[src/scaler_defs.svh]
`ifndef SCALER_DEFS_SVH
`define SCALER_DEFS_SVH

// fixed-point value of a scale of 1.0
`define PIXEL_STEP 4096

// bits per pixel sample
`define PIXEL_WIDTH 12

// interpolation weight bits
`define COE_WIDTH 10

// scale step register bits
`define STEP_WIDTH 16

// byte address of the register block
`define APB_ADDR_WIDTH 4

`endif

[src/apb_pkg.sv]
`include "scaler_defs.svh"

package apb_pkg;

    typedef struct packed {
        logic                       psel;
        logic                       penable;
        logic                       pwrite;
        logic [`APB_ADDR_WIDTH-1:0] paddr;
        logic [31:0]                pwdata;
    } apb_req_t;

    typedef struct packed {
        logic [31:0] prdata;
        logic        pready;
        logic        pslverr;
    } apb_rsp_t;

    // LINE_CNT is read-only
    typedef enum logic [`APB_ADDR_WIDTH-1:0] {
        CTRL     = 'h0,
        STEP     = 'h4,
        LINE_CNT = 'h8
    } reg_addr_e;

endpackage

[src/video_pkg.sv]
`include "scaler_defs.svh"

package video_pkg;

    // one beat of the pixel stream
    typedef struct packed {
        logic [`PIXEL_WIDTH-1:0] pixel;
        // pixel valid
        logic                    de;
        // first pixel of a line, with de
        logic                    hs;
        // first pixel of a frame, with de
        logic                    vs;
    } video_beat_t;

    // scaler settings from the register block
    typedef struct packed {
        // unsigned fixed point, PIXEL_STEP is 1.0
        logic [`STEP_WIDTH-1:0] step;
        logic                   bypass;
    } scaler_cfg_t;

endpackage

[src/linear_table.sv]
`include "scaler_defs.svh"

module linear_table (
    input  logic                             clk,
    input  logic [$clog2(`PIXEL_STEP/2)-1:0] dx_i,
    output logic [`COE_WIDTH-1:0]            coe0_o,
    output logic [`COE_WIDTH-1:0]            coe1_o
);

    localparam int DX_WIDTH    = $clog2(`PIXEL_STEP / 2);
    localparam int PROD_WIDTH  = DX_WIDTH + `COE_WIDTH;
    localparam int FULL_WEIGHT = 1 << (`COE_WIDTH - 1);

    // weights of one output pixel sum to this
    localparam logic [`COE_WIDTH-1:0] COE_FULL = FULL_WEIGHT[`COE_WIDTH-1:0];

    logic [PROD_WIDTH-1:0] prod;
    logic [`COE_WIDTH-1:0] coe1_next;
    logic [`COE_WIDTH-1:0] coe0_next;

    // dx spans 0..1 of a pixel
    assign prod      = dx_i * COE_FULL;
    // scale back by the dx range, max is one step below full weight
    assign coe1_next = prod[DX_WIDTH +: `COE_WIDTH];
    assign coe0_next = COE_FULL - coe1_next;

    always_ff @(posedge clk) begin
        coe0_o <= coe0_next;
        coe1_o <= coe1_next;
    end

endmodule

[src/scaler_h.sv]
`include "scaler_defs.svh"

module scaler_h
    import video_pkg::*;
(
    input  logic        clk,
    input  logic        reset_i,
    input  scaler_cfg_t cfg_i,
    input  video_beat_t video_i,
    output video_beat_t video_o,
    output logic        line_done_o,
    output logic [15:0] line_out_cnt_o
);

    localparam int CNT_WIDTH  = 24;
    localparam int DX_WIDTH   = $clog2(`PIXEL_STEP / 2);
    localparam int MULT_WIDTH = `COE_WIDTH + `PIXEL_WIDTH;
    localparam int SUM_WIDTH  = MULT_WIDTH + 1;

    // half of the full weight
    localparam logic [SUM_WIDTH-1:0] ROUND_ADDER = SUM_WIDTH'(1 << (`COE_WIDTH - 2));
    localparam logic [`PIXEL_WIDTH-1:0] PIXEL_MAX = '1;
    localparam logic [CNT_WIDTH-1:0] CNT_ONE = CNT_WIDTH'(`PIXEL_STEP);

    // coordinates in PIXEL_STEP units
    logic [CNT_WIDTH-1:0]    cnt_i;
    logic [CNT_WIDTH-1:0]    cnt_o;
    logic                    due;
    logic                    line_start;
    logic                    frame_start;
    logic                    sol;
    logic                    sof;
    logic                    new_pix;
    logic                    new_line;
    logic                    new_fr;
    logic [`PIXEL_WIDTH-1:0] last_pix [2];
    logic [`PIXEL_WIDTH-1:0] pix_new;
    logic [`PIXEL_WIDTH-1:0] pix_old;
    logic [DX_WIDTH-1:0]     dx;
    logic [`COE_WIDTH-1:0]   coe0;
    logic [`COE_WIDTH-1:0]   coe1;
    logic [MULT_WIDTH-1:0]   mult_old;
    logic [MULT_WIDTH-1:0]   mult_new;
    logic [SUM_WIDTH-1:0]    sum;
    logic [`PIXEL_WIDTH-1:0] pix_sat;
    logic [1:0]              de_sr;
    logic [1:0]              hs_sr;
    logic [1:0]              vs_sr;
    video_beat_t             byp_q [2];
    logic                    out_inc;
    logic [15:0]             out_cnt;

    assign line_start  = video_i.de & video_i.hs;
    assign frame_start = video_i.de & video_i.vs;

    // output position reached by the input
    assign due = cnt_i >= cnt_o;

    always_ff @(posedge clk) begin
        if (video_i.de) begin
            last_pix[0] <= video_i.pixel;
            last_pix[1] <= last_pix[0];
        end
    end

    always_ff @(posedge clk) begin
        if (reset_i) begin
            cnt_i    <= '0;
            cnt_o    <= CNT_ONE;
            sol      <= 1'b0;
            sof      <= 1'b0;
            new_pix  <= 1'b0;
            new_line <= 1'b0;
            new_fr   <= 1'b0;
        end else begin
            new_pix  <= due;
            new_line <= due & sol;
            new_fr   <= due & sof;

            // line start restarts both coordinates
            if (line_start) begin
                cnt_i <= '0;
                cnt_o <= CNT_ONE;
            end else begin
                if (video_i.de) begin
                    cnt_i <= cnt_i + CNT_ONE;
                end
                if (due) begin
                    cnt_o <= cnt_o + CNT_WIDTH'(cfg_i.step);
                end
            end

            // sync flags wait for the next output
            if (line_start) begin
                sol <= 1'b1;
            end else if (due) begin
                sol <= 1'b0;
            end
            if (frame_start) begin
                sof <= 1'b1;
            end else if (due) begin
                sof <= 1'b0;
            end
        end
    end

    // neighbours of the output position
    always_ff @(posedge clk) begin
        if (due) begin
            pix_new <= last_pix[0];
            pix_old <= last_pix[1];
        end
    end

    // fraction of the output coordinate, half resolution
    assign dx = cnt_o[1 +: DX_WIDTH];

    linear_table u_table (
        .clk    (clk),
        .dx_i   (dx),
        .coe0_o (coe0),
        .coe1_o (coe1)
    );

    always_ff @(posedge clk) begin
        mult_old <= coe0 * pix_old;
        mult_new <= coe1 * pix_new;
        sum      <= mult_old + mult_new + ROUND_ADDER;
    end

    // clamp to full scale
    assign pix_sat = (|sum[SUM_WIDTH-1:MULT_WIDTH-1]) ? PIXEL_MAX
                                                       : sum[`COE_WIDTH-1 +: `PIXEL_WIDTH];

    // strobes follow the multiply-add stages
    always_ff @(posedge clk) begin
        if (reset_i) begin
            de_sr    <= '0;
            hs_sr    <= '0;
            vs_sr    <= '0;
            byp_q[0] <= '0;
            byp_q[1] <= '0;
        end else begin
            de_sr    <= {de_sr[0], new_pix};
            hs_sr    <= {hs_sr[0], new_line};
            vs_sr    <= {vs_sr[0], new_fr};
            byp_q[0] <= video_i;
            byp_q[1] <= byp_q[0];
        end
    end

    always_ff @(posedge clk) begin
        if (reset_i) begin
            video_o.de <= 1'b0;
            video_o.hs <= 1'b0;
            video_o.vs <= 1'b0;
        end else if (cfg_i.bypass) begin
            video_o <= byp_q[1];
        end else begin
            video_o.de <= de_sr[1];
            video_o.hs <= hs_sr[1];
            video_o.vs <= vs_sr[1];
            if (de_sr[1]) begin
                video_o.pixel <= pix_sat;
            end
        end
    end

    // outputs per line, input beats in bypass
    assign out_inc = cfg_i.bypass ? video_i.de : due;

    always_ff @(posedge clk) begin
        if (reset_i) begin
            out_cnt        <= '0;
            line_done_o    <= 1'b0;
            line_out_cnt_o <= '0;
        end else begin
            line_done_o <= line_start;
            if (line_start) begin
                // a decision in this cycle still belongs to the old line
                line_out_cnt_o <= cfg_i.bypass ? out_cnt : out_cnt + 16'(due);
                out_cnt        <= cfg_i.bypass ? 16'd1 : 16'd0;
            end else if (out_inc) begin
                out_cnt <= out_cnt + 16'd1;
            end
        end
    end

endmodule

[src/scaler_regs.sv]
`include "scaler_defs.svh"

module scaler_regs
    import apb_pkg::*;
    import video_pkg::*;
(
    input  logic        clk,
    input  logic        reset_i,
    input  apb_req_t    apb_i,
    output apb_rsp_t    apb_o,
    output scaler_cfg_t cfg_o,
    input  logic        line_done_i,
    input  logic [15:0] line_out_cnt_i
);

    reg_addr_e   addr;
    logic        setup;
    logic        access;
    logic        wr_err;
    logic [31:0] rd_data;
    logic [31:0] prdata_q;
    logic        pslverr_q;
    scaler_cfg_t cfg_q;
    logic [15:0] line_cnt_q;

    assign addr   = reg_addr_e'(apb_i.paddr);
    assign setup  = apb_i.psel & ~apb_i.penable;
    assign access = apb_i.psel & apb_i.penable;

    // address decode, read mux and write legality
    always_comb begin
        wr_err  = 1'b0;
        rd_data = '0;
        case (addr)
            CTRL: begin
                rd_data = {31'b0, cfg_q.bypass};
            end
            STEP: begin
                rd_data = 32'(cfg_q.step);
                // no upscaling
                wr_err  = apb_i.pwdata[`STEP_WIDTH-1:0] < `STEP_WIDTH'(`PIXEL_STEP);
            end
            LINE_CNT: begin
                rd_data = 32'(line_cnt_q);
                wr_err  = 1'b1;
            end
            default: begin
                rd_data = '0;
            end
        endcase
    end

    always_ff @(posedge clk) begin
        if (reset_i) begin
            pslverr_q    <= 1'b0;
            cfg_q.step   <= `STEP_WIDTH'(`PIXEL_STEP);
            cfg_q.bypass <= 1'b0;
            line_cnt_q   <= '0;
        end else begin
            // error decided in setup, shown during access
            pslverr_q <= setup & apb_i.pwrite & wr_err;

            if (line_done_i) begin
                line_cnt_q <= line_out_cnt_i;
            end

            // rejected writes leave the registers alone
            if (access && apb_i.pwrite && !pslverr_q) begin
                if (addr == CTRL) begin
                    cfg_q.bypass <= apb_i.pwdata[0];
                end else if (addr == STEP) begin
                    cfg_q.step <= apb_i.pwdata[`STEP_WIDTH-1:0];
                end
            end
        end
    end

    // read data captured in setup
    always_ff @(posedge clk) begin
        if (setup) begin
            prdata_q <= rd_data;
        end
    end

    assign apb_o.prdata  = prdata_q;
    assign apb_o.pready  = 1'b1;
    assign apb_o.pslverr = pslverr_q;

    assign cfg_o = cfg_q;

endmodule

[src/scaler_top.sv]
module scaler_top
    import apb_pkg::*;
    import video_pkg::*;
(
    input  logic        clk,
    input  logic        reset_i,
    input  apb_req_t    apb_i,
    output apb_rsp_t    apb_o,
    input  video_beat_t video_i,
    output video_beat_t video_o
);

    scaler_cfg_t cfg;
    logic        line_done;
    logic [15:0] line_out_cnt;

    // register block beside the datapath
    scaler_regs u_regs (
        .clk            (clk),
        .reset_i        (reset_i),
        .apb_i          (apb_i),
        .apb_o          (apb_o),
        .cfg_o          (cfg),
        .line_done_i    (line_done),
        .line_out_cnt_i (line_out_cnt)
    );

    scaler_h u_scaler (
        .clk            (clk),
        .reset_i        (reset_i),
        .cfg_i          (cfg),
        .video_i        (video_i),
        .video_o        (video_o),
        .line_done_o    (line_done),
        .line_out_cnt_o (line_out_cnt)
    );

endmodule

[config.mk]
export PLATFORM = sky130hd
export DESIGN_NAME = scaler_top
export DESIGN_NICKNAME = d
export VERILOG_FILES = /design/src/apb_pkg.sv /design/src/video_pkg.sv /design/src/linear_table.sv /design/src/scaler_h.sv /design/src/scaler_regs.sv /design/src/scaler_top.sv
export VERILOG_INCLUDE_DIRS = /design/src /design/src/src
export SDC_FILE = /design/constraint.sdc
export NUM_CORES = 1
export LEC_CHECK = 0
export ABC_AREA = 0
export BUFFER_PORTS_ARGS = -buffer_cell sky130_fd_sc_hd__buf_2
export CAP_MARGIN = 20
export CORE_MARGIN = 3
export CORE_UTILIZATION = 35
export DETAILED_ROUTE_END_ITERATION = 12
export PLACE_DENSITY = 0.47
export SKIP_LAST_GASP = 1
export SLEW_MARGIN = 20
export SYNTH_ARGS = -nofsm -noshare
export SYNTH_HDL_FRONTEND = slang
export SYNTH_SLANG_ARGS = --single-unit
[constraint.sdc]
create_clock -name clk -period 6.56 [get_ports clk]
set_clock_uncertainty 0.2 [all_clocks]
set_input_delay 1.312 -clock clk [delete_from_list [all_inputs] [get_ports clk]]
set_output_delay 1.312 -clock clk [all_outputs]
set_load 0.01 [all_outputs]
Word level (Yosys, flattened, before mapping):

Memories as Yosys holds them, arrays and structs flattened. A register that Yosys moved wholly into a read port is not among the register bits.
Index checks and enable logic that the tools add are counted.
Widths: inputs -> output; s select.

* $add $sub $neg: 7
* multipliers: 2
* magnitude comparators: 2
* equality and inequality tests: 2
* muxes and demuxes: 20
* bitwise operators: 13
* reduce and logical (&&, ||, !) cells: 13

Operators by type and width (number)
* $mux 16: 3
* $pmux 16 s3: 1
* $mux 15: 3
* $add 24x13->24 const B: 1
* $add 24x16->24: 1
* $ge 24x24->1: 1
* $mux 12: 2
* $add 22x22->23: 1
* $add 23x9->23 const B: 1
* $mul 10x12->22: 1
* $mul 9x12->21: 1
* $add 16x1->16: 1
* $add 16x1->16 const B: 1
* $lt 16x13->1 const B: 1
* $mux 1: 10
* $sub 10x9->10 const A: 1
* $and 1x1->1: 8
* $reduce_bool 2->1: 4
* $eq 4x3->1 const B: 1
* $eq 4x4->1 const B: 1
* $logic_not 4->1: 1
* $reduce_and 2->1: 2
* $reduce_or 2->1: 2
* $not 1->1: 3
* 5 further kinds: 7

* register bits: 271
* RAM bits: 54
* bits of input ports: 56
* output and inout port bits: 49
* word-level logic and storage cells: 89
* memories: 2

Memory list
* u_scaler.byp_q: depth 2, width 15, rd ports 2, clocked after Yosys merged registers in 0, wr ports 2, line scaler_h.sv:49 `video_beat_t byp_q [2];`
* u_scaler.last_pix: depth 2, width 12, rd ports 2, clocked after Yosys merged registers in 1, wr ports 2, line scaler_h.sv:36 `` logic [`PIXEL_WIDTH-1:0] last_pix [2]; ``

Depth between registers and ports, before layout:

* depth in word-level cells: 4
* gate-level depth with buffers: 20
* gate-level depth less buffers: 19

Hierarchy:

From an unflattened synthesis, not the netlist that was laid out.

* cell total of the unflattened synthesis: 2008
* area total of the unflattened synthesis: 19994.2 µm²

Modules (own cells, without submodules)
* scaler_h: instances 1, cells an instance 1776, area each 17272.8 µm², seq. area each 5225.0 µm²
* scaler_regs: instances 1, cells an instance 191, area each 2198.4 µm², seq. area each 1161.1 µm²
* linear_table: instances 1, cells an instance 41, area each 523.0 µm², seq. area each 360.3 µm²

Worst setup path after synthesis:

Ideal clock, no wire load.

* kind: reg-to-reg
* from: register u_scaler.u_table.coe0_o[3]
* to: register u_scaler.mult_old[21]
* setup time: 0.072 ns
* arrival: 4.991 ns
* required time: 6.288 ns
* path slack: 1.297 ns
* cell stages (with the launch flop): 21
* buffers on the path: 1
* period minus slack after synthesis: 5.263 ns
* cells stage by stage: dfxtp_1 > clkbuf_1 > nand2_1 > fa_1 > inv_1 > fa_1 > inv_1 > fa_1 > inv_1 > fa_1 > inv_1 > fa_1 > inv_1 > ha_1 > o21ai_0 > a21o_1 > nor2_1 > a211oi_1 > o21ai_0 > a21oi_1 > xnor2_1

* word-level cells in the longest chain between the ends: 1

RTL lines
* from (decl): line linear_table.sv:6 `` output logic [`COE_WIDTH-1:0] coe0_o, ``
* from (signal assigned): line linear_table.sv:28 `coe0_o <= coe0_next;`
* $mul 10x12->22: line scaler_h.sv:126 `mult_old <= coe0 * pix_old;`
* to (signal assigned): line scaler_h.sv:126
* to (decl): line scaler_h.sv:42 `logic [MULT_WIDTH-1:0] mult_old;`

Every way passes these cells.
A chain may end at the register's enable or synchronous reset.

Worst setup path in the final report:

* from: register u_scaler.u_table.coe0_o[3]
* to: register u_scaler.mult_old[20]

The elaborated chain is that of the path after synthesis.

==> out/results.tsv <==
stage	metric	value	unit
run_status	outcome	finished clean	
floorplanning	die_h	239	µm
setup_path	r2r_cells	17	
clock_tree	clockBufferDepth	3	
clock_tree	ctsResizeCount	0	
placement	dp_hpwl	34.1	mm
timing	post-route-period-util	89.0	%
clock_tree	cts_setup_buffers	0	
placement	place_congestion	0.785	
setup_path	path_cells	nand2_1, fa_1, inv_1, fa_1, ha_1, fa_1, inv_1, fa_1, inv_1, ha_1, a21o_1, a221oi_1, nand3_1, a31oi_1, o21ba_2, o21ai_0, xor2_1	
setup_path	cp.arrival	6.06	ns
finish	final_common_cell	nand2_1	
global_route	overflow	0	
pwr	irDropWorstVdd	0.274	mV
timing	fin_setup_tns	0	ns
routing	wl_per_cell	16.5	µm
floorplanning	dieWidth	239	µm
synthesis	yosysWarnings	0	
placement	portBuffers	71	
setup_path	crit_path_start_kind	flip-flop	
synthesis	ys.flop_type	dfxtp_1	
clock_tree	root_buffer	clkbuf_16	
finish	final_cell_mix	230 x nand2_1, 225 x inv_1, 222 x dfxtp_1	
synthesis	synth-async-reset-ratio	0	%
synthesis	yosysSeqAreaShare	35.5	%
routing	routed_wl	44.5	mm
global_route	grt_pass1_wl	73.8	mm
routing	ant_nets	0	
clock_tree	cts_hold_buffers	0	
min_path	hp-start	u_scaler.last_pix[1][2]	
floorplanning	dieArea	0.0570	mm²
timing	worst_slack	0.724	ns
setup_path	critPathMaxFanout	12	
min_path	hold_end	u_scaler.pix_old[2]	
min_path	hold_depth	0	
setup_path	worstSetupPathType	flip-flop to flip-flop	
setup_path	r2r_start	u_scaler.u_table.coe0_o[3]	
synthesis	syn_area	0.0190	mm²
routing	drt-initial-drc-count	602	
setup_path	worst_r2r_endpoint	u_scaler.mult_old[20]	
timing	max_freq	171	MHz
clock_tree	cts_buffers	35	
synthesis	synthDistinctLibCells	67	
setup_path	crit_family	adder cells	
clock_tree	clock_sinks	298	
global_route	grt_antenna_before_repair	1	
finish	final_cells	2689	
run	maxCapViolCount	0	
setup_path	crit_buf_inv	3	
timing	fin_crit	5.84	ns
synthesis	ys_seq_elements	298	
floorplanning	coreArea	0.0531	mm²
floorplanning	io_pins	105	
setup_path	cp.required	6.78	ns
min_path	hp-class	flip-flop to flip-flop	
clock_tree	cts_tree	done	
timing	drv_slew	0	
pwr	p_leak	9.61	nW
timing	hold_ws	0.218	ns
setup_path	crit_path_frequent_cell	fa_1	
clock_tree	clk_pin_slew_worst_paths	0.06	ns
setup_path	end_kind	flip-flop	
floorplanning	start_util	35.7	%
synthesis	syn_area_per_cell	9.82	µm²
routing	dr.pass1.iters	4	
timing	relSlewSlack	35.0	%
timing	tightest_slew	0.974	ns
timing	hold_viol	0	
placement	pre_cts_ws	0.788	ns
timing	rsz0062_at_grt	no	
finish	drive_above_1_share	7.70	%
synthesis	syn_inst	1931	
finish	syn2layout_area_growth	11.2	%
floorplanning	rows	84	
placement	dp.cells	2624	
setup_path	critPathSlowestCell	a221oi_1	
timing	setup_viol	0	
setup_path	r2r_slack	0.72	ns
routing	avgViaCountPerCell	4.84	
clock_tree	cts_max_level	2	
pwr	power	7.31	mW
global_route	grt_start_max_net_pins	78	
synthesis	synth_edf_count	76	
routing	vias	13000	
global_route	grt_pass1_vias	14000	
clock_tree	clock_latency	0.55	ns
routing	drc_errors	0	
finish	nets	2350	
setup_path	slowest_delay	0.69	ns
pwr	powerDensity	347	mW/mm²
global_route	grtUsageTotal	16.3	%
==> synthesized netlist by cell type, drive strengths merged, types with 3 or more instances <==
library cell  number  area share, %
nand2            230            4.6
inv              226            4.5
dfxtp            222             23
ha               171             11
fa               150             16
and2             123            4.1
a21oi             88            2.3
nor2              87            1.7
edfxtp            76             12
clkbuf            64            1.3
o21ai             60            1.6
xnor2             52            2.4
nor2b             46            1.5
xor2              42            1.9
buf               30            1.1
nand3             29           0.77
a21o              26            1.0
mux2i             24            1.3
a22o              17           0.79
or3               16           0.55
and3              13           0.43
nand4             13           0.43
nor3              12           0.32
o22a              12           0.55
a211oi            11           0.46
o21a               8           0.32
o21bai             8           0.32
a31oi              7           0.23
o211ai             7           0.28
nand2b             5           0.17
a211o              4           0.18
nor4               4           0.21
a41o               3           0.16
and4               3           0.14
nand4b             3           0.14
o2111ai            3           0.14
o31ai              3           0.12
or2                3          0.099
==> report_power, final <==
| group | switching, mW | internal [mW] | leakage, nW | total, mW |
|---|---|---|---|---|
| registers | 0.343 | 2.21 | 2.53 | 2.55 |
| logic | 1.63 | 1.10 | 6.51 | 2.74 |
| clock network | 0.812 | 1.21 | 0.571 | 2.02 |
==> worst max-delay path by stage <==
stage / cells past startpoint / slack, ns / end / start
floorplan: 20 / 1.30 / u_scaler.mult_old[21] / u_scaler.u_table.coe0_o[3]
global placement: 17 / 0.75 / u_scaler.mult_old[20] / u_scaler.pix_old[4]
detailed placement: 19 / 0.79 / u_scaler.mult_old[21] / u_scaler.pix_old[5]
CTS: 17 / 0.76 / u_scaler.mult_old[20] / u_scaler.u_table.coe0_o[3]
global route: 17 / 0.32 / u_scaler.mult_old[20] / u_scaler.u_table.coe0_o[3]
finish: 17 / 0.72 / u_scaler.mult_old[20] / u_scaler.u_table.coe0_o[3]
==> metrics by stage <==
step / util, % / area [µm²]
after global routing: 39.7 / 21100
after floorplan: - / 19000
after global placement: 37.5 / 19900
final: 39.7 / 21100
after detailed placement: 37.5 / 19900
after CTS: 39.7 / 21100
==> flip-flops by register name, indices dropped and copies added (netlist names), 10 cells and up <==
name / cells
u_regs.cfg_o: 17
u_regs.line_cnt_q: 16
u_regs.prdata_q: 16
u_scaler.cnt_i: 12
u_scaler.video_o: 15
u_scaler.sum: 14
u_scaler.last_pix: 24
u_scaler.mult_new: 21
u_scaler.u_table.coe0_o: 10
u_scaler.mult_old: 22
u_scaler.cnt_o: 24
u_scaler.byp_q: 30
u_scaler.line_out_cnt_o: 16
u_scaler.out_cnt: 16
u_scaler.pix_new: 12
u_scaler.pix_old: 12
==> worst reg2reg max path, stage by stage (launching register included) <==
cell and delay (ns):
dfxtp_1 0.62, nand2_1 0.16, fa_1 0.55, inv_1 0.05
fa_1 0.47, ha_1 0.33, fa_1 0.54, inv_1 0.06
fa_1 0.53, inv_1 0.04, ha_1 0.35, a21o_1 0.19
a221oi_1 0.69, nand3_1 0.24, a31oi_1 0.24, o21ba_2 0.17
o21ai_0 0.11, xor2_1 0.17
==> layout make-up <==
type,instances,area (µm²)
fillers,5329,32000
well taps,688,861
inverters,227,855
diodes,1,2.50
flip-flops and latches,298,6730
clock inverters,20,283
clock buffers,44,910
multi-input cells,1327,11000
repair buffers,84,453
==> cells by family after synthesis <==
family                   count (synthesis)  synth area share (%)
flip-flops                             298                  35.5
other                                    2                0.0396
AO/OA/AOI/OAI                          278                  9.50
multiplexers                            24                  1.27
AND/OR/NAND/NOR                        593                  15.4
XOR/XNOR                                94                  4.34
buffers and inverters                  321                  6.86
adder cells (fa/ha/maj)                321                  27.1
==> routing by layer <==
metal / share of wire, % / global-route usage (%)
met1: 44 / 20.3
met2: 50 / 29.6
met3: 2.9 / 2.26
met4: 2.5 / 4.42
met5: 0 / 0
(Power assumes the default switching activity.)
